**src/dcache_macros.svh**
```systemverilog
`ifndef DCACHE_MACROS_SVH
`define DCACHE_MACROS_SVH

// Geometry
`define DC_DATA_W      32
`define DC_WORDS       4
`define DC_WAYS        2
`define DC_SETS        128

// Address split: tag 31..11, index 10..4, word 3..2, byte 1..0
`define DC_TAG_W       21
`define DC_INDEX_W     7
`define DC_OFFSET_W    2

// Backing memory
`define DC_MEM_LATENCY 2
`define DC_MEM_BLOCKS  1024

`endif

```
**src/dcache_pkg.sv**
```systemverilog
`include "dcache_macros.svh"

package dcache_pkg;

    // RV funct3 encoding of load/store width
    typedef enum logic [2:0] {
        SIZE_B  = 3'b000,
        SIZE_H  = 3'b001,
        SIZE_W  = 3'b010,
        SIZE_BU = 3'b100,
        SIZE_HU = 3'b101
    } access_size_e;

    typedef enum logic {
        OP_LOAD  = 1'b0,
        OP_STORE = 1'b1
    } cpu_op_e;

    typedef enum logic [2:0] {
        S_IDLE,
        S_LOOKUP,
        S_WRITEBACK,
        S_REFILL,
        S_DONE
    } ctrl_state_e;

    typedef struct packed {
        cpu_op_e                op;
        access_size_e           size;
        logic [`DC_DATA_W-1:0]  addr;
        logic [`DC_DATA_W-1:0]  wdata;
    } cpu_req_t;

    // One whole block per memory command
    typedef struct packed {
        logic                             write;
        logic [`DC_DATA_W-1:0]            addr;
        logic [`DC_DATA_W*`DC_WORDS-1:0]  data;
    } mem_req_t;

endpackage

```
**src/dcache_align.sv**
```systemverilog
`timescale 1ns/1ns

module dcache_align (
    input  dcache_pkg::access_size_e size,
    input  logic [1:0]               byte_off,
    input  logic [31:0]              word_in,
    input  logic [31:0]              store_data,
    output logic [31:0]              load_data,
    output logic [31:0]              merged_word
);
    import dcache_pkg::*;

    logic [7:0]  byte_sel;
    logic [15:0] half_sel;

    // Halfwords use only bit 1 of the offset
    assign byte_sel = word_in[{byte_off, 3'b000} +: 8];
    assign half_sel = word_in[{byte_off[1], 4'b0000} +: 16];

    always_comb begin
        case (size)
            SIZE_B: begin
                load_data = {{24{byte_sel[7]}}, byte_sel};
            end
            SIZE_H: begin
                load_data = {{16{half_sel[15]}}, half_sel};
            end
            SIZE_BU: begin
                load_data = {24'b0, byte_sel};
            end
            SIZE_HU: begin
                load_data = {16'b0, half_sel};
            end
            default: begin
                load_data = word_in;
            end
        endcase
    end

    always_comb begin
        merged_word = word_in;
        case (size)
            SIZE_B, SIZE_BU: begin
                merged_word[{byte_off, 3'b000} +: 8] = store_data[7:0];
            end
            SIZE_H, SIZE_HU: begin
                merged_word[{byte_off[1], 4'b0000} +: 16] = store_data[15:0];
            end
            default: begin
                merged_word = store_data;
            end
        endcase
    end

endmodule

```
**config.mk**
```make
export PLATFORM = sky130hd
export DESIGN_NAME = dcache_align
export DESIGN_NICKNAME = d
export VERILOG_FILES = /design/src/dcache_pkg.sv /design/src/dcache_align.sv
export VERILOG_INCLUDE_DIRS = /design/src
export SDC_FILE = /design/constraint.sdc
export NUM_CORES = 1
export LEC_CHECK = 0
export BUFFER_PORTS_ARGS = -buffer_cell sky130_fd_sc_hd__clkbuf_2
export CAP_MARGIN = 30
export CORE_MARGIN = 3
export CORE_UTILIZATION = 46
export DETAILED_ROUTE_END_ITERATION = 16
export PLACE_DENSITY_LB_ADDON = 0.08
export REMOVE_ABC_BUFFERS = 1
export SYNTH_ARGS = -nofsm -noshare
export SYNTH_HDL_FRONTEND = slang
export SYNTH_SLANG_ARGS = --single-unit
```
**constraint.sdc**
```tcl
create_clock -name vclk -period 8
set_input_delay 1.6 -clock vclk [all_inputs]
set_output_delay 1.6 -clock vclk [all_outputs]
set_load 0.005 [all_outputs]
```
==> results.json, run 1 <==
{
  "outcome": "completed",
  "drc": 0,
  "ant_nets": 0,
  "postSynthAreaPerCell_um2": 6.49,
  "final_hold_viol_count": 0,
  "whs_ns": 3.48,
  "relSlewSlack": 0.186,
  "die_y_um": 68.1,
  "finalCritPeriodShare": 0.785,
  "synth_top_area_share": 0.130,
  "drv_slew": 0,
  "dieWidth_um": 68.1,
  "synth_commonest_cells": "nand2_1, mux2i_1, nor2_1",
  "dr.pass1.iters": 5,
  "grt_pass1_vias": 2370,
  "tightest_slew_ns": 1.22,
  "setup_viol": 0,
  "syn_area_mm2": 0.00177,
  "cp.required_ns": 6.40,
  "start_util": 0.504,
  "cts_setup_buffers": 0,
  "ys_warn_count": 0,
  "fin_util": 0.690,
  "synthCells": 273,
  "diodes": 0,
  "holdBufCountCts": 0,
  "grt_overflow": 0,
  "arrival_ns": 4.68,
  "cts_resized": 0,
  "seq_area_frac_synth": 0,
  "flops_and_latches": 0,
  "drive_above_1_share": 0.378,
  "place_inst": 430,
  "wl_per_cell_um": 17.9,
  "rsz0062_at_grt": "no",
  "maxCapViolCount": 0,
  "fmax_ghz": 0.159,
  "grt_usage": 0.307,
  "crit_type": "in2out",
  "rows": 21,
  "drt_wl_total_mm": 7.69,
  "worstPathMaxFanout": 39,
  "drtIter0Drc": 380,
  "area_growth_pct": 37.1,
  "final_cells": 430,
  "yosysUniqueCellTypes": 34,
  "hp-class": "in2out",
  "die_area_mm2": 0.00463,
  "antenna_found_initial": 0,
  "ir_drop_mv": 0.0561,
  "yosysMostFrequentCell": "nand2_1",
  "power_density_mw_per_mm2": 65.7,
  "fin_total_pwr_mw": 0.160,
  "seq_area_um2": 0,
  "ioPinCount": 133,
  "cp-start-kind": "primary input",
  "yosysTopAreaCell": "mux2i_1",
  "period_needed_ns": 6.28,
  "grt_max_degree": 54,
  "grt_pass1_wl_mm": 11.3,
  "synth_area_leaders": "mux2i_1, a221o_1, o221ai_1",
  "leakage_nw": 1.28,
  "port_buffers": 133,
  "core_mm2": 0.00352,
  "place.gp.congestion": 0.851,
  "place_hpwl_mm": 5.37,
  "vias_per_cell": 6.37,
  "final_nets": 460,
  "tns_ns": 0,
  "critPathCaptureType": "output pin",
  "vias": 2737,
  "final.clkbuf_count": 0
}
power breakdown:
part,total [mW],leakage [nW],internal (mW),switching (mW)
sequential,0,0,0,0
clock,0,0,0,0
combinational,0.160,1.28,0.0716,0.0879
path summary, 6_finish.rpt:
check | from | depth (start not counted) | endpoint
setup / recovery | byte_off[1] | 9 | merged_word[16]
hold / removal | store_data[22] | 4 | merged_word[22]
worst max-delay path, stage by stage:
cell      delay (ns)
clkbuf_2        0.08
buf_4           0.41
clkinv_1        0.65
ha_1            0.64
nor4bb_2        0.62
buf_4           0.28
a21oi_1         0.07
o221ai_1        0.17
clkbuf_2        0.15
cells in the final DEF (no fill, tap or decap), types with 2 or more instances in the layout:
| master | netlist | final |
|---|---|---|
| a211oi_1 | 2 | 2 |
| nor2b_1 | 17 | 17 |
| nor2_1 | 19 | 19 |
| buf_4 | 0 | 4 |
| nand3_1 | 9 | 9 |
| a22oi_1 | 9 | 8 |
| o22ai_1 | 16 | 16 |
| a21oi_1 | 15 | 15 |
| a22o_1 | 8 | 8 |
| mux2i_1 | 23 | 23 |
| nand3b_1 | 7 | 7 |
| ha_1 | 5 | 5 |
| nand2_1 | 28 | 28 |
| o21ai_0 | 9 | 9 |
| o211a_1 | 2 | 2 |
| a221o_1 | 15 | 15 |
| a211o_1 | 2 | 2 |
| nor3_1 | 10 | 10 |
| clkbuf_2 | 0 | 133 |
| mux2_2 | 2 | 2 |
| nand2b_1 | 3 | 3 |
| inv_1 | 14 | 14 |
| o22a_1 | 6 | 6 |
| o221ai_1 | 16 | 16 |
area by class of cell:
class / instances / area, um2
Fill cell: 340 / 1090
Timing Repair Buffer: 139 / 716
Inverter: 15 / 56.3
Tap cell: 46 / 57.6
Multi-Input combinational cell: 230 / 1600
cells by family after synthesis:
family / Yosys count / share of synthesized area
AO/OA/AOI/OAI: 103 / 0.439
AND/OR/NAND/NOR: 97 / 0.279
buffers and inverters: 43 / 0.104
multiplexers: 25 / 0.143
adder cells (fa/ha/maj): 5 / 0.0353
stage by stage:
stage          setup slack (ns)  cell area [um2]
3_3_place_gp               1.63             2400
5_1_grt                    1.56             2430
3_5_place_dp               1.85             2430
6_report                   1.72             2430
4_1_cts                    1.83             2430
2_1_floorplan              2.94             1650
layer usage:
metal | part of all wire | routed length (um) | global-route usage
met1 | 0.41 | 3170 | 0.423
met2 | 0.45 | 3420 | 0.498
met3 | 0.13 | 967 | 0.0378
met4 | 0.016 | 123 | 0.0868
met5 | 0 | 0 | 0
No activity file was read; power rests on OpenSTA's default activity.
==> run 2, diff against run 1 <==
--- a/config.mk
+++ b/config.mk
@@ -9,7 +9,7 @@
 export BUFFER_PORTS_ARGS = -buffer_cell sky130_fd_sc_hd__clkbuf_2
 export CAP_MARGIN = 30
 export CORE_MARGIN = 3
-export CORE_UTILIZATION = 46
+export CORE_UTILIZATION = 39
 export DETAILED_ROUTE_END_ITERATION = 16
 export PLACE_DENSITY_LB_ADDON = 0.08
 export REMOVE_ABC_BUFFERS = 1
==> constraint.sdc (replaced) <==
create_clock -name vclk -period 5.3
set_input_delay 1.06 -clock vclk [all_inputs]
set_output_delay 1.06 -clock vclk [all_outputs]
set_load 0.005 [all_outputs]
==> run 2 against run 1 <==
Against the previous run: utilization decreased by 11 points; critical path depth decreased by 1; largest power group unchanged; sequential share of layout area unchanged; wire length increased by 5.8%; setup slack got worse by 0.56 ns; global-route usage decreased by 1.6 points; count of clock-buffer cells in the layout unchanged; critical endpoint is now merged_word[23].
==> results.json, run 2 (synthesis results as in run 1) <==
{
  "outcome": "completed",
  "tightest_slew_ns": 0.904,
  "cts_setup_buffers": 0,
  "arrival_ns": 3.08,
  "ir_drop_mv": 0.0548,
  "finalCritPeriodShare": 0.782,
  "rows": 23,
  "port_buffers": 133,
  "final_cell_mix": "clkbuf_2, nand2_1, mux2i_1",
  "grt_pass1_vias": 2606,
  "grt_use_met1": 0.420,
  "maxCapViolCount": 0,
  "flops_and_latches": 0,
  "place.gp.congestion": 0.933,
  "vias": 2743,
  "ioPinCount": 133,
  "antenna_found_initial": 0,
  "relSlewSlack": 0.394,
  "area_growth_pct": 38.1,
  "multi_input_area_mm2": 0.00159,
  "place_hpwl_mm": 5.82,
  "slowest_delay_ns": 0.51,
  "holdPathStages": 4,
  "hp-start": "store_data[20]",
  "drtIter0Drc": 254,
  "die_area_mm2": 0.00539,
  "core_mm2": 0.00420,
  "final_nets": 464,
  "cp.required_ns": 4.24,
  "power_density_mw_per_mm2": 99.0,
  "period_needed_ns": 4.14,
  "critical_path.top_delay_family": "buffers and inverters",
  "dieWidth_um": 73.4,
  "die_y_um": 73.4,
  "final_hold_viol_count": 0,
  "crit_chain": "clkbuf_2, buf_4, ha_1, nor4bb_1, buf_4, a21oi_1, o221ai_1, clkbuf_2",
  "fmax_ghz": 0.241,
  "final_common_cell": "clkbuf_2",
  "diodes": 0,
  "cts_resized": 0,
  "seq_area_um2": 0,
  "grt_max_degree": 53,
  "fin_util": 0.583,
  "ant_nets": 0,
  "grtUsageMet2": 0.472,
  "final.clkbuf_count": 0,
  "grt_usage": 0.291,
  "fillers": 426,
  "fin_total_pwr_mw": 0.242,
  "critPathSlowestCell": "ha_1",
  "setup_viol": 0,
  "grt_util_met3": 0.0328,
  "grt_overflow": 0,
  "drt_wl_total_mm": 8.13,
  "critPathBufInv": 4,
  "drc": 0,
  "dr.pass1.iters": 7,
  "vias_per_cell": 6.26,
  "hold_end": "merged_word[20]",
  "whs_ns": 2.41,
  "crit_type": "in2out",
  "cp-start-kind": "primary input",
  "hp-class": "in2out",
  "grt_pass1_wl_mm": 12.8,
  "worstPathMaxFanout": 38,
  "holdBufCountCts": 0,
  "start_util": 0.422,
  "grt-busiest-layer": "met2",
  "tns_ns": 0,
  "wl_per_cell_um": 18.6,
  "drv_slew": 0,
  "critPathCaptureType": "output pin",
  "drive_above_1_share": 0.379,
  "leakage_nw": 1.29,
  "rsz0062_at_grt": "no"
}
## run 2: per-stage QoR
stage,cell area [um2],worst slack (ns),instances
2_1_floorplan,1650,1.32,245
3_3_place_gp,2450,1.17,438
3_5_place_dp,2450,1.20,438
4_1_cts,2450,1.20,438
5_1_grt,2450,0.957,438
6_report,2450,1.16,438
## run 2: area by class of cell
| class | count | share of cell area |
|---|---|---|
| Timing Repair Buffer | 143 | 0.303 |
| Inverter | 15 | 0.0230 |
| Tap cell | 50 | 0.0255 |
| Multi-Input combinational cell | 230 | 0.649 |
## run 2: worst max-delay path by stage
stage	cells past startpoint	slack, ns	start	end
2_1_floorplan	5	1.32	byte_off[1]	merged_word[16]
3_3_place_gp	8	1.17	byte_off[1]	merged_word[19]
3_5_place_dp	8	1.20	byte_off[1]	merged_word[20]
4_1_cts	8	1.20	byte_off[1]	merged_word[19]
5_1_grt	8	0.96	byte_off[1]	merged_word[17]
6_report	8	1.16	byte_off[1]	merged_word[23]
## run 2: report_power, final
group          leakage, nW  total, mW  switching, mW  internal [mW]
Combinational         1.29      0.242          0.133          0.109
Clock                    0          0              0              0
Sequential               0          0              0              0
Total                 1.29      0.242          0.133          0.109
## run 2: layer usage
layer | part of all wire | vias up
met5 | 0 | -
met4 | 0.012 | 0
met3 | 0.099 | 13
met2 | 0.47 | 175
met1 | 0.42 | 1265
li1 | - | 1290
