<file path="src/dcache_stats.sv">
`timescale 1ns/1ns

module dcache_stats (
    input  logic        clk,
    input  logic        reset,
    input  logic        clear,
    input  logic        hit_pulse,
    input  logic        miss_pulse,
    output logic [31:0] hit_count,
    output logic [31:0] miss_count
);

    always_ff @(posedge clk) begin
        if (reset || clear) begin
            hit_count  <= '0;
            miss_count <= '0;
        end else begin
            // Counters stick at all ones
            if (hit_pulse && hit_count != '1) begin
                hit_count <= hit_count + 32'd1;
            end
            if (miss_pulse && miss_count != '1) begin
                miss_count <= miss_count + 32'd1;
            end
        end
    end

endmodule

</file>
<file path="config.mk">
export PLATFORM = sky130hd
export DESIGN_NAME = dcache_stats
export DESIGN_NICKNAME = d
export VERILOG_FILES = /design/src/dcache_stats.sv
export SDC_FILE = /design/constraint.sdc
export NUM_CORES = 1
export LEC_CHECK = 0
export BUFFER_PORTS_ARGS = -buffer_cell sky130_fd_sc_hd__buf_2
export CAP_MARGIN = 10
export CORE_ASPECT_RATIO = 1.2
export CORE_MARGIN = 4
export CORE_UTILIZATION = 35
export DETAILED_ROUTE_END_ITERATION = 8
export MAX_ROUTING_LAYER = met4
export PLACE_DENSITY = 0.63
export SLEW_MARGIN = 10
export SYNTH_ARGS = -nofsm -noshare
export SYNTH_HDL_FRONTEND = slang
export SYNTH_SLANG_ARGS = --single-unit
</file>
<file path="constraint.sdc">
create_clock -name clk -period 3.5 [get_ports clk]
set_input_delay 0.7 -clock clk [delete_from_list [all_inputs] [get_ports clk]]
set_output_delay 0.7 -clock clk [all_outputs]
set_load 0.02 [all_outputs]
</file>
==> reports/metrics.cfg, run 1 <==
[worst_hold_path]
holdCritPathClass = flip-flop to flip-flop
min_to = hit_count[31]
holdPathStages = 2
hp-start = hit_count[31]

[global_routing]
met3_usage = 0.04420
grt-ovfl-total = 0
grt_max_degree = 36
grt_pass1_vias = 2881
top_usage_layer = met2
gr-usage-all-layers = 0.1650
met2_usage = 0.2583
grt_pass1_wl_um = 13920
antenna_found_initial = 0
grtUsageMet1 = 0.2044

[detailed_routing]
drcViolationCount = 0
ant_nets = 0
vias = 3247
firstDrtPassIters = 5
drt_iter0_drc = 198
wl_per_cell_um = 14.50
viasPerCell = 5.560
wirelength_um = 8467

[cells_and_area]
nFillCells = 965
fin_area_mm2 = 0.003830
fin_nets = 466
diodes = 0
drive_above_1_share = 0.2091
area_growth_pct = 18.19

[synth]
syn-num-nets = 410
ys_seq_area_frac = 0.3954
synth-edff-count = 0
synth_cells = 403
synthArstFlopShare = 0
ys_ff_latch = 64
syn_area_per_cell_um2 = 8.041
yosysTopAreaCell = dfxtp_1
synthTopCellsByArea = dfxtp_1, a21oi_1, o31ai_1
yosysTopAreaCellShare = 0.3954
synth_flop_cell = dfxtp_1
ys_types = 39
syn_area_mm2 = 0.003241
synth_warnings = 0

[placement]
portBuffers = 68
dpl.hpwl_um = 6012
place_area_mm2 = 0.003646
place.gp.congestion = 0.8244

[worst_setup_path]
crit_fanout = 12
r2r_cells = 5
r2r_slack_ps = 1060
crit_family = simple AND/OR/NAND/NOR gates
r2r-end = miss_count[29]
cp.arrival_ps = 2720
slowest_stage = a211o_1
path_buf_inv = 0
crit_path_end_kind = flip-flop
critical_path.max_stage_delay_ps = 540
worstSetupPathType = flip-flop to flip-flop
required_ps = 3780
timing.critical_path.from_type = flip-flop
crit_chain = and4_1 > nand4_1 > a211o_1 > or4_1 > a21oi_1
r2r_start = miss_count[8]

[floorplan]
dieArea_mm2 = 0.01087
core_area_mm2 = 0.009034
pin_count = 69
rows = 38
initial_core_util = 0.3587
die_h_um = 113.4
die_w_um = 95.84

[cts]
clock_latency_ps = 350
cts-htree-levels = 3
postCtsSetupBuffers = 0
numCtsBuffers = 9
clkTransAtPathRegs_ps = 70
clock_path_buffers = 2
postCtsResizedCells = 0
numClockSinks = 64
cts_tree = built
cts_root_buf = clkbuf_8
hold_buffers = 0

[power]
p_per_area_mw_per_mm2 = 355.4
ir_drop_v = 0.0002096
power_leakage_nw = 1.349

[timing]
fin_crit_sh = 0.6978
hold_viol_final = 0
worstMarginPinSlew_ps = 874.9
setup_viol = 0
fmax_ghz = 0.4095
skew_ps = 9.377
rsz0062_at_grt = false
final.min_clock_period_ps = 2442
finalSetupTns_ps = 0
report.final.slew_viol_count = 0
max_slew_margin = 0.4146

[flow_run]
maxCapViolations = 0

[status]
outcome = finished clean

-- registers in the layout (all words and copies together) (netlist names) --
register and flops:
hit_count 32, miss_count 32
-- routing by layer --
| metal | vias to the layer above | share of wire |
|---|---|---|
| met5 | - | 0 |
| met4 | 0 | 0.019 |
| met3 | 14 | 0.047 |
| met2 | 74 | 0.48 |
| met1 | 1524 | 0.45 |
| li1 | 1635 | - |
-- synth_stat cells (2+ instances only) --
cell type  count
dfxtp_1       64
a21oi_1       43
nand2_1       35
nor2_1        32
nand3_1       21
o31ai_1       21
or4_1         21
clkbuf_1      20
o21ai_0       19
or3_1         19
nand4_1       16
xnor2_1       10
inv_1          9
and4_1         8
and3_1         7
nor3_1         7
a31oi_1        5
a31o_2         4
nor4_1         4
or2_2          4
xor2_1         4
a41o_1         3
o41ai_1        3
a211o_1        2
a211oi_1       2
a311oi_1       2
buf_1          2
buf_2          2
ha_1           2
nand4_2        2
o311ai_0       2
-- logic make-up after synthesis --
kind of cell	share of synthesized area
AO/OA/AOI/OAI	0.2054
XOR/XNOR	0.03784
adder cells (fa/ha/maj)	0.007721
buffers and inverters	0.03900
flip-flops	0.3954
multiplexers	0.003089
AND/OR/NAND/NOR	0.3116
-- metrics by stage --
| stage | hold WS (ps) | std cells | utilization | power (W) | setup slack, ps |
|---|---|---|---|---|---|
| CTS | 497.7 | 584 | 0.4240 | 0.001382 | 1063 |
| floorplan | 561.3 | 403 | - | 0.0007725 | 1220 |
| global route | 507.9 | 584 | 0.4240 | 0.001425 | 822.9 |
| finish | 501.1 | 584 | 0.4240 | 0.001361 | 1058 |
| detailed placement | 484.9 | 568 | 0.4036 | 0.0007842 | 1096 |
| global placement | 487.5 | 568 | 0.4036 | 0.0007839 | 1179 |
-- power by group --
part | total [W] | internal [W] | switching (W)
clock | 0.000594 | 0.000312 | 0.000282
sequential | 0.000732 | 0.000730 | 0.00000215
combinational | 0.0000356 | 0.00000778 | 0.0000278
total | 0.00136 | 0.00105 | 0.000312
-- layout by cell type, fill, tap and decap left out, types with 4 or more instances in the layout --
cell type   n
or3_1      19
nand4_1    16
nand2_1    35
or2_2       4
nor2_1     32
xnor2_1    10
and3_1      7
nor3_1      7
xor2_1      4
o21ai_0    19
a31oi_1     5
nor4_1      4
clkbuf_8   12
and4_1      8
inv_1       9
nand3_1    21
o31ai_1    21
a31o_2      4
or4_1      21
dfxtp_1    64
buf_2      68
a21oi_1    43
-- worst register-to-register path, delay by kind of cell, from the launching register on --
family             cells  cell delay (ps)
and+or+nand+nor        3             1280
AOI/OAI and AO/OA      2              680
DFF                    1              410
-- area by class of cell --
class,count,area (µm²),share of cell area
flip-flops and latches,64,1281,0.3345
clock buffers,13,168.9,0.04410
inverters,9,33.78,0.008821
clock inverters,3,15.01,0.003920
multi-input cells,306,1833,0.4786
repair buffers,69,347.8,0.09082
well taps,120,150.1,0.03920
-- worst max-delay path by stage --
stage | start | to | slack (ps) | cells past startpoint
detailed placement | miss_count[8] | miss_count[29] | 1100 | 5
global placement | miss_count[8] | miss_count[29] | 1180 | 5
floorplan | hit_count[0] | hit_count[26] | 1220 | 7
CTS | miss_count[8] | miss_count[29] | 1060 | 5
finish | miss_count[8] | miss_count[29] | 1060 | 5
global route | miss_count[8] | miss_count[29] | 820 | 5
Power figures use the tool's default switching activity.
==> run 2, diff against run 1 <==
- clock period: 3.5 -> 2.3 ns (I/O delays scaled with it)
==> reports/metrics.cfg, run 2 (synthesis gave the netlist of run 1 again) <==
[status]
outcome = finished clean  ; unchanged

[timing]
finalSetupTns_ps = 0  ; unchanged
fin_crit_sh = 0.9482  ; was 0.6978
max_slew_margin = 0.5522  ; was 0.4146
skew_ps = 4.302  ; was 9.377 ps
worstMarginPinSlew_ps = 671.7  ; was 874.9 ps
final.min_clock_period_ps = 2181  ; was 2442 ps
setup_viol = 0  ; unchanged
hold_viol_final = 0  ; unchanged
report.final.slew_viol_count = 0  ; unchanged
fmax_ghz = 0.4585  ; was 0.4095 GHz
rsz0062_at_grt = false  ; unchanged

[cells_and_area]
multiInputGateArea_mm2 = 0.001843  ; was 0.001833 mm²
final_cell_mix = buf_2, dfxtp_1, a21oi_1  ; unchanged
area_growth_pct = 24.36  ; was 18.19%
top_regs = hit_count x32, miss_count x32  ; unchanged
drive_above_1_share = 0.2515  ; was 0.2091
regArea_mm2 = 0.001284  ; was 0.001281 mm²
final_common_cell = buf_2  ; unchanged
fin_nets = 490  ; was 466
nFillCells = 922  ; was 965
diodes = 0  ; unchanged

[worst_setup_path]
worstSetupPathType = flip-flop to flip-flop  ; unchanged
r2r_slack_ps = 120  ; was 1060 ps
crit_path_end_kind = flip-flop  ; unchanged
cp.arrival_ps = 2470  ; was 2720 ps
r2r-end = hit_count[27]  ; was miss_count[29]
crit_fanout = 6  ; was 12
timing.critical_path.from_type = flip-flop  ; unchanged
r2r_start = hit_count[5]  ; was miss_count[8]
r2r_cells = 5  ; unchanged
required_ps = 2590  ; was 3780 ps

[cts]
clkTransAtPathRegs_ps = 70  ; about the same
cts-htree-levels = 3  ; unchanged
postCtsSetupBuffers = 0  ; unchanged
cts_root_buf = clkbuf_8  ; unchanged
clock_latency_ps = 350  ; about the same
cts_tree = built  ; unchanged
clock_path_buffers = 2  ; unchanged
hold_buffers = 0  ; unchanged
numClockSinks = 64  ; unchanged
numCtsBuffers = 9  ; unchanged

[detailed_routing]
wl_per_cell_um = 14.63  ; was 14.50 µm
ant_nets = 0  ; unchanged
wirelength_um = 8854  ; was 8467 µm
viasPerCell = 5.588  ; was 5.560
vias = 3381  ; was 3247
drt_iter0_drc = 168  ; was 198
drcViolationCount = 0  ; unchanged
firstDrtPassIters = 5  ; unchanged

[floorplan]
dieArea_mm2 = 0.01087  ; unchanged
initial_core_util = 0.3587  ; unchanged
die_h_um = 113.4  ; unchanged
rows = 38  ; unchanged
die_w_um = 95.84  ; unchanged
core_area_mm2 = 0.009034  ; unchanged
pin_count = 69  ; unchanged

[power]
power_leakage_nw = 1.480  ; was 1.349 nW
p_total_w = 0.002083  ; was 0.001361 W
power.net_switching_w = 0.0004629  ; was 0.0003121 W
combPwrFrac = 0.031  ; was 0.026
p_per_area_mw_per_mm2 = 517.0  ; was 355.4 mW/mm²
seqPwrFrac = 0.534  ; was 0.538
ir_drop_v = 0.0002637  ; was 0.0002096 V
swShare = 0.2222  ; was 0.2293
p_clk_frac = 0.435  ; was 0.436
internal-power_w = 0.001621  ; was 0.001049 W

[placement]
dpl.hpwl_um = 6406  ; was 6012 µm
place.gp.congestion = 0.8470  ; was 0.8244
portBuffers = 68  ; unchanged

[worst_hold_path]
min_to = hit_count[16]  ; was hit_count[31]
holdCritPathClass = primary input to flip-flop  ; was flip-flop to flip-flop
hp-start = hit_pulse  ; was hit_count[31]
holdPathStages = 3  ; was 2

[global_routing]
gr-usage-all-layers = 0.1758  ; was 0.1650
grt-ovfl-total = 0  ; unchanged
grt_max_degree = 34  ; was 36
grt_pass1_wl_um = 14770  ; was 13920 µm
grt_pass1_vias = 3121  ; was 2881
antenna_found_initial = 0  ; unchanged

[flow_run]
maxCapViolations = 0  ; unchanged

==> run 2: cell count changes in the layout (fill, tap and decap cells not counted), moves of 2 or more <==
cell / previous run / this run
buf_4: 1 / 24
clkinv_2: 3 / 0
dfxtp_1: 64 / 62
dfxtp_2: 0 / 2
==> run 2: what timing repair did <==
| item | CTS | global route |
|---|---|---|
| endpoints found under the hold margin | 0 | 0 |
| endpoints found under the setup margin | 0 | 6 |
| resized for setup | 0 | 5 |
==> run 2: layout make-up <==
class                      count  share of cell area
clock buffer                  13             0.04440
inverter                       9            0.008382
multi-input combinational    306              0.4573
sequential                    64              0.3185
tap                          120             0.03726
timing repair buffer          93              0.1341
==> run 2: routing by layer <==
layer / track usage / part of all wire / vias up / wire length [µm]
met5: - / 0 / - / 0
met4: 0.05977 / 0.022 / 0 / 193
met3: 0.04222 / 0.046 / 13 / 411
met2: 0.2880 / 0.48 / 74 / 4290
met1: 0.2099 / 0.45 / 1608 / 3959
li1: - / - / 1686 / -
==> run 2: per-stage QoR <==
stage               hold WS [ps]    util  area [µm²]  setup WS [ps]  cells
floorplan                  561.3       -        3241          20.06    403
global placement           486.5  0.4249        3839          128.3    592
detailed placement         494.8  0.4249        3839          66.33    592
CTS                        409.4  0.4447        4018          46.93    605
global route               444.8  0.4461        4030          5.450    605
finish                     430.0  0.4461        4030          119.2    605
==> run 2: power groups by stage <==
stage / Clock [W] / Combinational [W] / Sequential [W]
3_3_place_gp: 0 / 0.0000632 / 0.00114
5_1_grt: 0.000992 / 0.0000698 / 0.00111
4_1_cts: 0.000939 / 0.0000644 / 0.00111
6_report: 0.000906 / 0.0000641 / 0.00111
2_1_floorplan: 0 / 0.0000342 / 0.00114
3_5_place_dp: 0 / 0.0000644 / 0.00114
==> run 2: how the worst max path moves through the flow <==
| stage | startpoint | endpoint | cells after the start |
|---|---|---|---|
| after floorplan | hit_count[0] | hit_count[28] | 7 |
| after global placement | hit_count[10] | hit_count[27] | 5 |
| after detailed placement | hit_count[5] | hit_count[31] | 5 |
| after CTS | hit_count[11] | hit_count[31] | 5 |
| after global routing | hit_count[6] | hit_count[27] | 5 |
| final | hit_count[5] | hit_count[27] | 5 |
==> run 2: worst max-delay path, cell delays in order, from the launching register on <==
cell	delay [ps]
dfxtp_1	420
nand4_4	160
or4_4	560
or4_1	520
or3_1	320
a21oi_1	140
