### src/dcache_macros.svh
`ifndef DCACHE_MACROS_SVH
`define DCACHE_MACROS_SVH

// Geometry
`define DC_DATA_W      32
`define DC_WORDS       4
`define DC_WAYS        2
`define DC_SETS        128

// Address split: tag 31..11, index 10..4, word 3..2, byte 1..0
`define DC_TAG_W       21
`define DC_INDEX_W     7
`define DC_OFFSET_W    2

// Backing memory
`define DC_MEM_LATENCY 2
`define DC_MEM_BLOCKS  1024

`endif

### src/dcache_pkg.sv
`include "dcache_macros.svh"

package dcache_pkg;

    // RV funct3 encoding of load/store width
    typedef enum logic [2:0] {
        SIZE_B  = 3'b000,
        SIZE_H  = 3'b001,
        SIZE_W  = 3'b010,
        SIZE_BU = 3'b100,
        SIZE_HU = 3'b101
    } access_size_e;

    typedef enum logic {
        OP_LOAD  = 1'b0,
        OP_STORE = 1'b1
    } cpu_op_e;

    typedef enum logic [2:0] {
        S_IDLE,
        S_LOOKUP,
        S_WRITEBACK,
        S_REFILL,
        S_DONE
    } ctrl_state_e;

    typedef struct packed {
        cpu_op_e                op;
        access_size_e           size;
        logic [`DC_DATA_W-1:0]  addr;
        logic [`DC_DATA_W-1:0]  wdata;
    } cpu_req_t;

    // One whole block per memory command
    typedef struct packed {
        logic                             write;
        logic [`DC_DATA_W-1:0]            addr;
        logic [`DC_DATA_W*`DC_WORDS-1:0]  data;
    } mem_req_t;

endpackage

### src/dcache_ctrl.sv
`timescale 1ns/1ns
`include "dcache_macros.svh"

module dcache_ctrl (
    input  logic                             clk,
    input  logic                             reset,
    input  logic                             req_valid,
    input  dcache_pkg::cpu_req_t             req,
    output logic                             busy,
    output logic                             done,
    output logic [`DC_DATA_W-1:0]            rdata,
    output logic                             hit_out,
    output logic [`DC_DATA_W-1:0]            lookup_addr,
    input  logic                             hit,
    input  logic                             hit_way,
    input  logic [`DC_DATA_W-1:0]            hit_word,
    input  logic                             victim_way,
    input  logic                             victim_dirty,
    input  logic [`DC_DATA_W-1:0]            victim_addr,
    input  logic [`DC_DATA_W*`DC_WORDS-1:0]  victim_block,
    output logic                             fill_en,
    output logic                             fill_way,
    output logic [`DC_DATA_W*`DC_WORDS-1:0]  fill_block,
    output logic                             fill_dirty,
    output logic                             word_wr_en,
    output logic                             word_way,
    output logic [`DC_DATA_W-1:0]            word_data,
    output dcache_pkg::access_size_e         size,
    output logic [1:0]                       byte_off,
    output logic [`DC_DATA_W-1:0]            word_in,
    output logic [`DC_DATA_W-1:0]            store_data,
    input  logic [`DC_DATA_W-1:0]            load_data,
    input  logic [`DC_DATA_W-1:0]            merged_word,
    output logic                             mem_strobe,
    output dcache_pkg::mem_req_t             mem_req,
    input  logic                             mem_done,
    input  logic [`DC_DATA_W*`DC_WORDS-1:0]  mem_rdata,
    output logic                             hit_pulse,
    output logic                             miss_pulse
);
    import dcache_pkg::*;

    ctrl_state_e state;
    cpu_req_t    req_q;
    logic        way_q;
    logic        hit_q;
    mem_req_t    wb_req;
    mem_req_t    rd_req;

    assign lookup_addr = req_q.addr;
    assign size        = req_q.size;
    assign byte_off    = req_q.addr[1:0];
    assign store_data  = req_q.wdata;
    assign word_in     = hit_word;

    assign hit_pulse  = (state == S_LOOKUP) && hit;
    assign miss_pulse = (state == S_LOOKUP) && !hit;

    // Fill lands on the edge that leaves S_REFILL, the store word on leaving S_DONE
    assign fill_en    = (state == S_REFILL) && mem_done;
    assign fill_way   = way_q;
    assign fill_block = mem_rdata;
    assign fill_dirty = (req_q.op == OP_STORE);
    assign word_wr_en = (state == S_DONE) && (req_q.op == OP_STORE);
    assign word_way   = way_q;
    assign word_data  = merged_word;

    always_comb begin
        wb_req.write = 1'b1;
        wb_req.addr  = victim_addr;
        wb_req.data  = victim_block;
        rd_req.write = 1'b0;
        rd_req.addr  = {req_q.addr[`DC_DATA_W-1:`DC_OFFSET_W+2], {(`DC_OFFSET_W+2){1'b0}}};
        rd_req.data  = '0;
    end

    always_ff @(posedge clk) begin
        if (reset) begin
            state      <= S_IDLE;
            busy       <= 1'b0;
            done       <= 1'b0;
            mem_strobe <= 1'b0;
        end else begin
            done       <= 1'b0;
            mem_strobe <= 1'b0;
            case (state)
                S_IDLE: begin
                    if (req_valid) begin
                        busy  <= 1'b1;
                        state <= S_LOOKUP;
                    end
                end
                S_LOOKUP: begin
                    if (hit) begin
                        state <= S_DONE;
                    end else begin
                        mem_strobe <= 1'b1;
                        state      <= victim_dirty ? S_WRITEBACK : S_REFILL;
                    end
                end
                S_WRITEBACK: begin
                    if (mem_done) begin
                        mem_strobe <= 1'b1;
                        state      <= S_REFILL;
                    end
                end
                S_REFILL: begin
                    if (mem_done) begin
                        state <= S_DONE;
                    end
                end
                S_DONE: begin
                    done  <= 1'b1;
                    busy  <= 1'b0;
                    state <= S_IDLE;
                end
                default: begin
                    state <= S_IDLE;
                end
            endcase
        end
    end

    always_ff @(posedge clk) begin
        if (state == S_IDLE && req_valid) begin
            req_q <= req;
        end
        if (state == S_LOOKUP) begin
            way_q   <= hit ? hit_way : victim_way;
            hit_q   <= hit;
            mem_req <= victim_dirty ? wb_req : rd_req;
        end else if (state == S_WRITEBACK) begin
            mem_req <= rd_req;
        end
        if (state == S_DONE) begin
            rdata   <= (req_q.op == OP_LOAD) ? load_data : '0;
            hit_out <= hit_q;
        end
    end

endmodule

### config.mk
export PLATFORM = sky130hd
export DESIGN_NAME = dcache_ctrl
export DESIGN_NICKNAME = d
export VERILOG_FILES = /design/src/dcache_pkg.sv /design/src/dcache_ctrl.sv
export VERILOG_INCLUDE_DIRS = /design/src
export SDC_FILE = /design/constraint.sdc
export NUM_CORES = 1
export LEC_CHECK = 0
export CORE_AREA = 2 2 362 364
export CTS_BUF_LIST = sky130_fd_sc_hd__clkbuf_2 sky130_fd_sc_hd__clkbuf_4 sky130_fd_sc_hd__clkbuf_8
export CTS_CLUSTER_DIAMETER = 150
export CTS_CLUSTER_SIZE = 20
export DETAILED_ROUTE_END_ITERATION = 8
export DIE_AREA = 0 0 364 366
export DONT_BUFFER_PORTS = 1
export SLEW_MARGIN = 20
export SYNTH_ARGS = -nofsm -noshare
export SYNTH_HDL_FRONTEND = slang
export SYNTH_SLANG_ARGS = --single-unit
### constraint.sdc
create_clock -name clk -period 17.47 [get_ports clk]
set_clock_uncertainty 0.1 [all_clocks]
set_input_delay 1.747 -clock clk [delete_from_list [all_inputs] [get_ports clk]]
set_output_delay 1.747 -clock clk [all_outputs]
set_load 0.1 [all_outputs]
==> results_tabular.tex <==
\begin{tabular}{lr}
\hline
Metric & Value \\
\hline
\multicolumn{2}{l}{\textbf{Power and ir drop}} \\
\quad Worst-case vdd ir drop & 0.0000409 V \\
\quad Static Leakage & 0.00398 µW \\
\quad Cell Pwr Density & 137 nW/µm² \\
\multicolumn{2}{l}{\textbf{Finish}} \\
\quad Layout fillers & 14,597 \\
\quad Layout Nets & 999 \\
\quad Number of standard cells in the layout, taps in and fillers out & 2,296 \\
\quad Seq. cell area & 8050 µm² \\
\quad Signed area change from the synthesized netlist to the final layout & 11.8\% \\
\quad Multi-input gate area in the final layout & 1550 µm² \\
\quad Fraction of final layout cells with drive strength greater than 1 & 15.9\% \\
\multicolumn{2}{l}{\textbf{Clock tree}} \\
\quad CTS sink cnt & 270 \\
\quad Clock Tree Root & sky130\_fd\_sc\_hd\_\_clkbuf\_8 \\
\quad Bufs on Longest Clock Path & 3 \\
\quad CTS resizes & 0 \\
\quad TritonCTS clock tree & done \\
\quad Post-CTS Repair Setup Buffers & 0 \\
\quad Insertion delay to the later sink of the worst-skew pair & 630 ps \\
\quad Clock buffers created by TritonCTS & 18 \\
\quad H-tree depth & 1 \\
\quad Hold\_buf cts & 0 \\
\quad Clock transition at the register clock pins on the worst setup and hold paths after CTS & 150 ps \\
\multicolumn{2}{l}{\textbf{Critical path}} \\
\quad Category of the worst setup path capture point & output pin \\
\quad Crit path launch & state[2]\$\_SDFFE\_PP0P\_ \\
\quad Critical path class & register to output pin \\
\quad Startpoint kind of the worst setup timing path & register \\
\quad Data arrival time at the worst-slack endpoint & 2930 ps \\
\quad Largest fanout on the critical path & 9 \\
\quad Worst flop-to-flop path startpoint & state[1]\$\_SDFFE\_PP0P\_ \\
\quad Endpoint required time on the critical path & 15,620 ps \\
\quad Worst R2R Path Depth & 3 \\
\multicolumn{2}{l}{\textbf{STA}} \\
\quad Final-report hold violation count & 0 \\
\quad Fmax & 0.209 GHz \\
\quad Minimum clock period & 4780 ps \\
\quad Worst slew slack as a fraction of its limit & 20.5\% \\
\quad Setup repair after global routing missed its margin & false \\
\quad Transition time at the pin with the least slew margin & 1190 ps \\
\quad Total of endpoints with negative setup slack in the final report & 0 \\
\quad Final Cycle Share & 27.3\% \\
\quad Sum Neg Setup Slack & 0 ps \\
\quad Fin. max-slew vios & 0 \\
\multicolumn{2}{l}{\textbf{Drt}} \\
\quad 1st-pass router iterations & 6 \\
\quad \# DRC & 0 \\
\quad ANT nets after route & 0 \\
\quad Detail-routed net length per standard cell & 25.6 µm \\
\quad Via count & 5,554 \\
\quad Number of vias per cell & 2.42 \\
\quad Routed wire length & 58,900 µm \\
\quad Violation count after the first detailed-route iteration & 504 \\
\multicolumn{2}{l}{\textbf{Place}} \\
\quad Cell count after placement & 2,249 \\
\quad Number of buffers added on ports & 0 \\
\quad Final Wtd Congestion & 0.793 \\
\quad Post-detailed-placement half-perimeter wirelength & 49,600 µm \\
\multicolumn{2}{l}{\textbf{Worst hold path}} \\
\quad Class of the tightest hold or removal check & register to register \\
\quad Source of the worst hold timing path & hit\_q\$\_DFFE\_PN\_ \\
\quad Worst hold path stage count & 0 \\
\multicolumn{2}{l}{\textbf{GRT}} \\
\quad Global-route wire length before repair & 69,700 µm \\
\quad Maximum number of pins on one net before global-route repair & 147 \\
\quad Vias in the first global route & 5,257 \\
\quad Overall routing resource usage & 8.24\% \\
\quad Grt ovf & 0 \\
\quad Initial antenna violation count & 79 \\
\multicolumn{2}{l}{\textbf{Synth}} \\
\quad Dominant synthesized flop cell & sky130\_fd\_sc\_hd\_\_edfxtp\_1 \\
\quad Average instance area after synthesis & 15.5 µm² \\
\quad Synth warnings & 0 \\
\quad Yosys reg bits & 270 \\
\quad Top-area cell type share of the netlist area & 70.6\% \\
\quad Top cells by area in the synthesized netlist & sky130\_fd\_sc\_hd\_\_edfxtp\_1 (71\%), sky130\_fd\_sc\_hd\_\_buf\_4 (13\%), sky130\_fd\_sc\_hd\_\_and3\_1 (7.4\%), sky130\_fd\_sc\_hd\_\_mux2\_2 (2.8\%), sky130\_fd\_sc\_hd\_\_nor2b\_1 (1.8\%) \\
\quad Number of distinct library cells after synthesis & 28 \\
\quad Most instantiated library cell after synthesis & sky130\_fd\_sc\_hd\_\_edfxtp\_1 \\
\quad Commonest cells in the synthesized netlist & sky130\_fd\_sc\_hd\_\_edfxtp\_1 (264), sky130\_fd\_sc\_hd\_\_buf\_4 (198), sky130\_fd\_sc\_hd\_\_and3\_1 (132) \\
\quad Post-synth top area cell & sky130\_fd\_sc\_hd\_\_edfxtp\_1 \\
\quad Count of flip-flops with a built-in enable after synthesis & 264 \\
\quad Fraction of the yosys area taken by sequential cells & 71.7\% \\
\quad Instance count of the mapped netlist & 723 \\
\quad Nets in the synthesized netlist & 1,183 \\
\quad Post-synthesis instance area & 11,200 µm² \\
\quad Share of synthesized registers carrying an async set or reset & 0\% \\
\multicolumn{2}{l}{\textbf{Run status}} \\
\quad Run status & completed \\
\multicolumn{2}{l}{\textbf{Floorplan}} \\
\quad Floorplan die width & 364 µm \\
\quad Height of the die & 366 µm \\
\quad Area inside the core boundary & 129,000 µm² \\
\quad Site row count & 132 \\
\quad Boundary pin count & 925 \\
\quad Starting Density & 8.71\% \\
\quad Floorplan die area & 133,000 µm² \\
\multicolumn{2}{l}{\textbf{Flow run}} \\
\quad Max\_cap viols & 0 \\
\hline
\end{tabular}
-- cell usage in the layout, fill, tap and decap left out, types with 3 or more instances in the layout --
cell type	instances
sky130_fd_sc_hd__and3_1	132
sky130_fd_sc_hd__buf_12	10
sky130_fd_sc_hd__clkbuf_8	19
sky130_fd_sc_hd__nor2b_1	32
sky130_fd_sc_hd__mux2_2	28
sky130_fd_sc_hd__dfxtp_1	6
sky130_fd_sc_hd__clkbuf_1	4
sky130_fd_sc_hd__edfxtp_1	264
sky130_fd_sc_hd__diode_2	7
sky130_fd_sc_hd__buf_4	10
sky130_fd_sc_hd__clkbuf_4	5
sky130_fd_sc_hd__buf_16	3
-- layout make-up --
type | count | area share [%]
Inverter | 2 | 0.0598
Antenna cell | 7 | 0.140
Timing Repair Buffer | 28 | 3.06
Clock buffer | 24 | 2.38
Multi-Input combinational cell | 219 | 12.4
Clock inverter | 4 | 0.538
Sequential cell | 270 | 64.1
Tap cell | 1742 | 17.4
-- kinds of logic after synthesis --
logic type	count (synthesis)	share of synthesized area, %
compound gates	6	0.368
xor+xnor	2	0.156
buf+inv	234	14.7
flops	270	71.7
mux	29	2.91
simple gates	182	10.2
-- state kept, by name, indices dropped and copies added, names as in the netlist --
register	count
busy	1
done	1
fill_dirty	1
fill_way	1
hit_out	1
hit_q	1
lookup_addr	32
mem_req	161
mem_strobe	1
rdata	32
size	3
state	3
store_data	32
-- worst max-delay path, cell delays in order (launching register included) --
cell and delay [ps]:
sky130_fd_sc_hd__dfxtp_1 620, sky130_fd_sc_hd__or3b_2 520, sky130_fd_sc_hd__inv_1 70, sky130_fd_sc_hd__buf_4 240
sky130_fd_sc_hd__and2_1 820
-- through the flow --
step / hold WS [ps] / setup WS, ps / utilization [%] / instance area, µm² / total power (µW)
floorplan: 300 / 7970 / - / 11200 / 1520
global placement: 337 / 13020 / 9.30 / 12000 / 1370
detailed placement: 334 / 13030 / 9.30 / 12000 / 1380
CTS: 422 / 12590 / 9.58 / 12400 / 1740
global route: 418 / 12550 / 9.72 / 12500 / 1780
finish: 399 / 12690 / 9.73 / 12600 / 1720
-- path summary, 6_finish.rpt --
| kind | slack (ps) | endpoint |
|---|---|---|
| worst min-delay path | 400 | hit_out$_DFFE_PP_ |
| worst min register to register | 400 | hit_out$_DFFE_PP_ |
| worst max register to register | 14800 | mem_req[131]$_SDFFCE_PN0P_ |
| worst max-delay path | 12690 | word_wr_en |
-- report_power, final --
group	total [µW]	switching, µW	internal, µW
sequential	1240	442	794
combinational	128	96.6	31.4
clock	354	224	130
total	1720	762	955
-- per-layer routing --
layer	vias to the layer above	GRT usage [%]	routed length (µm)
met5	-	0	0
met4	0	3.41	3510
met3	273	4.63	7810
met2	646	14.7	28800
met1	2602	7.64	18800
li1	2033	-	-
Note: power is estimated with default switching activity, not from simulation.
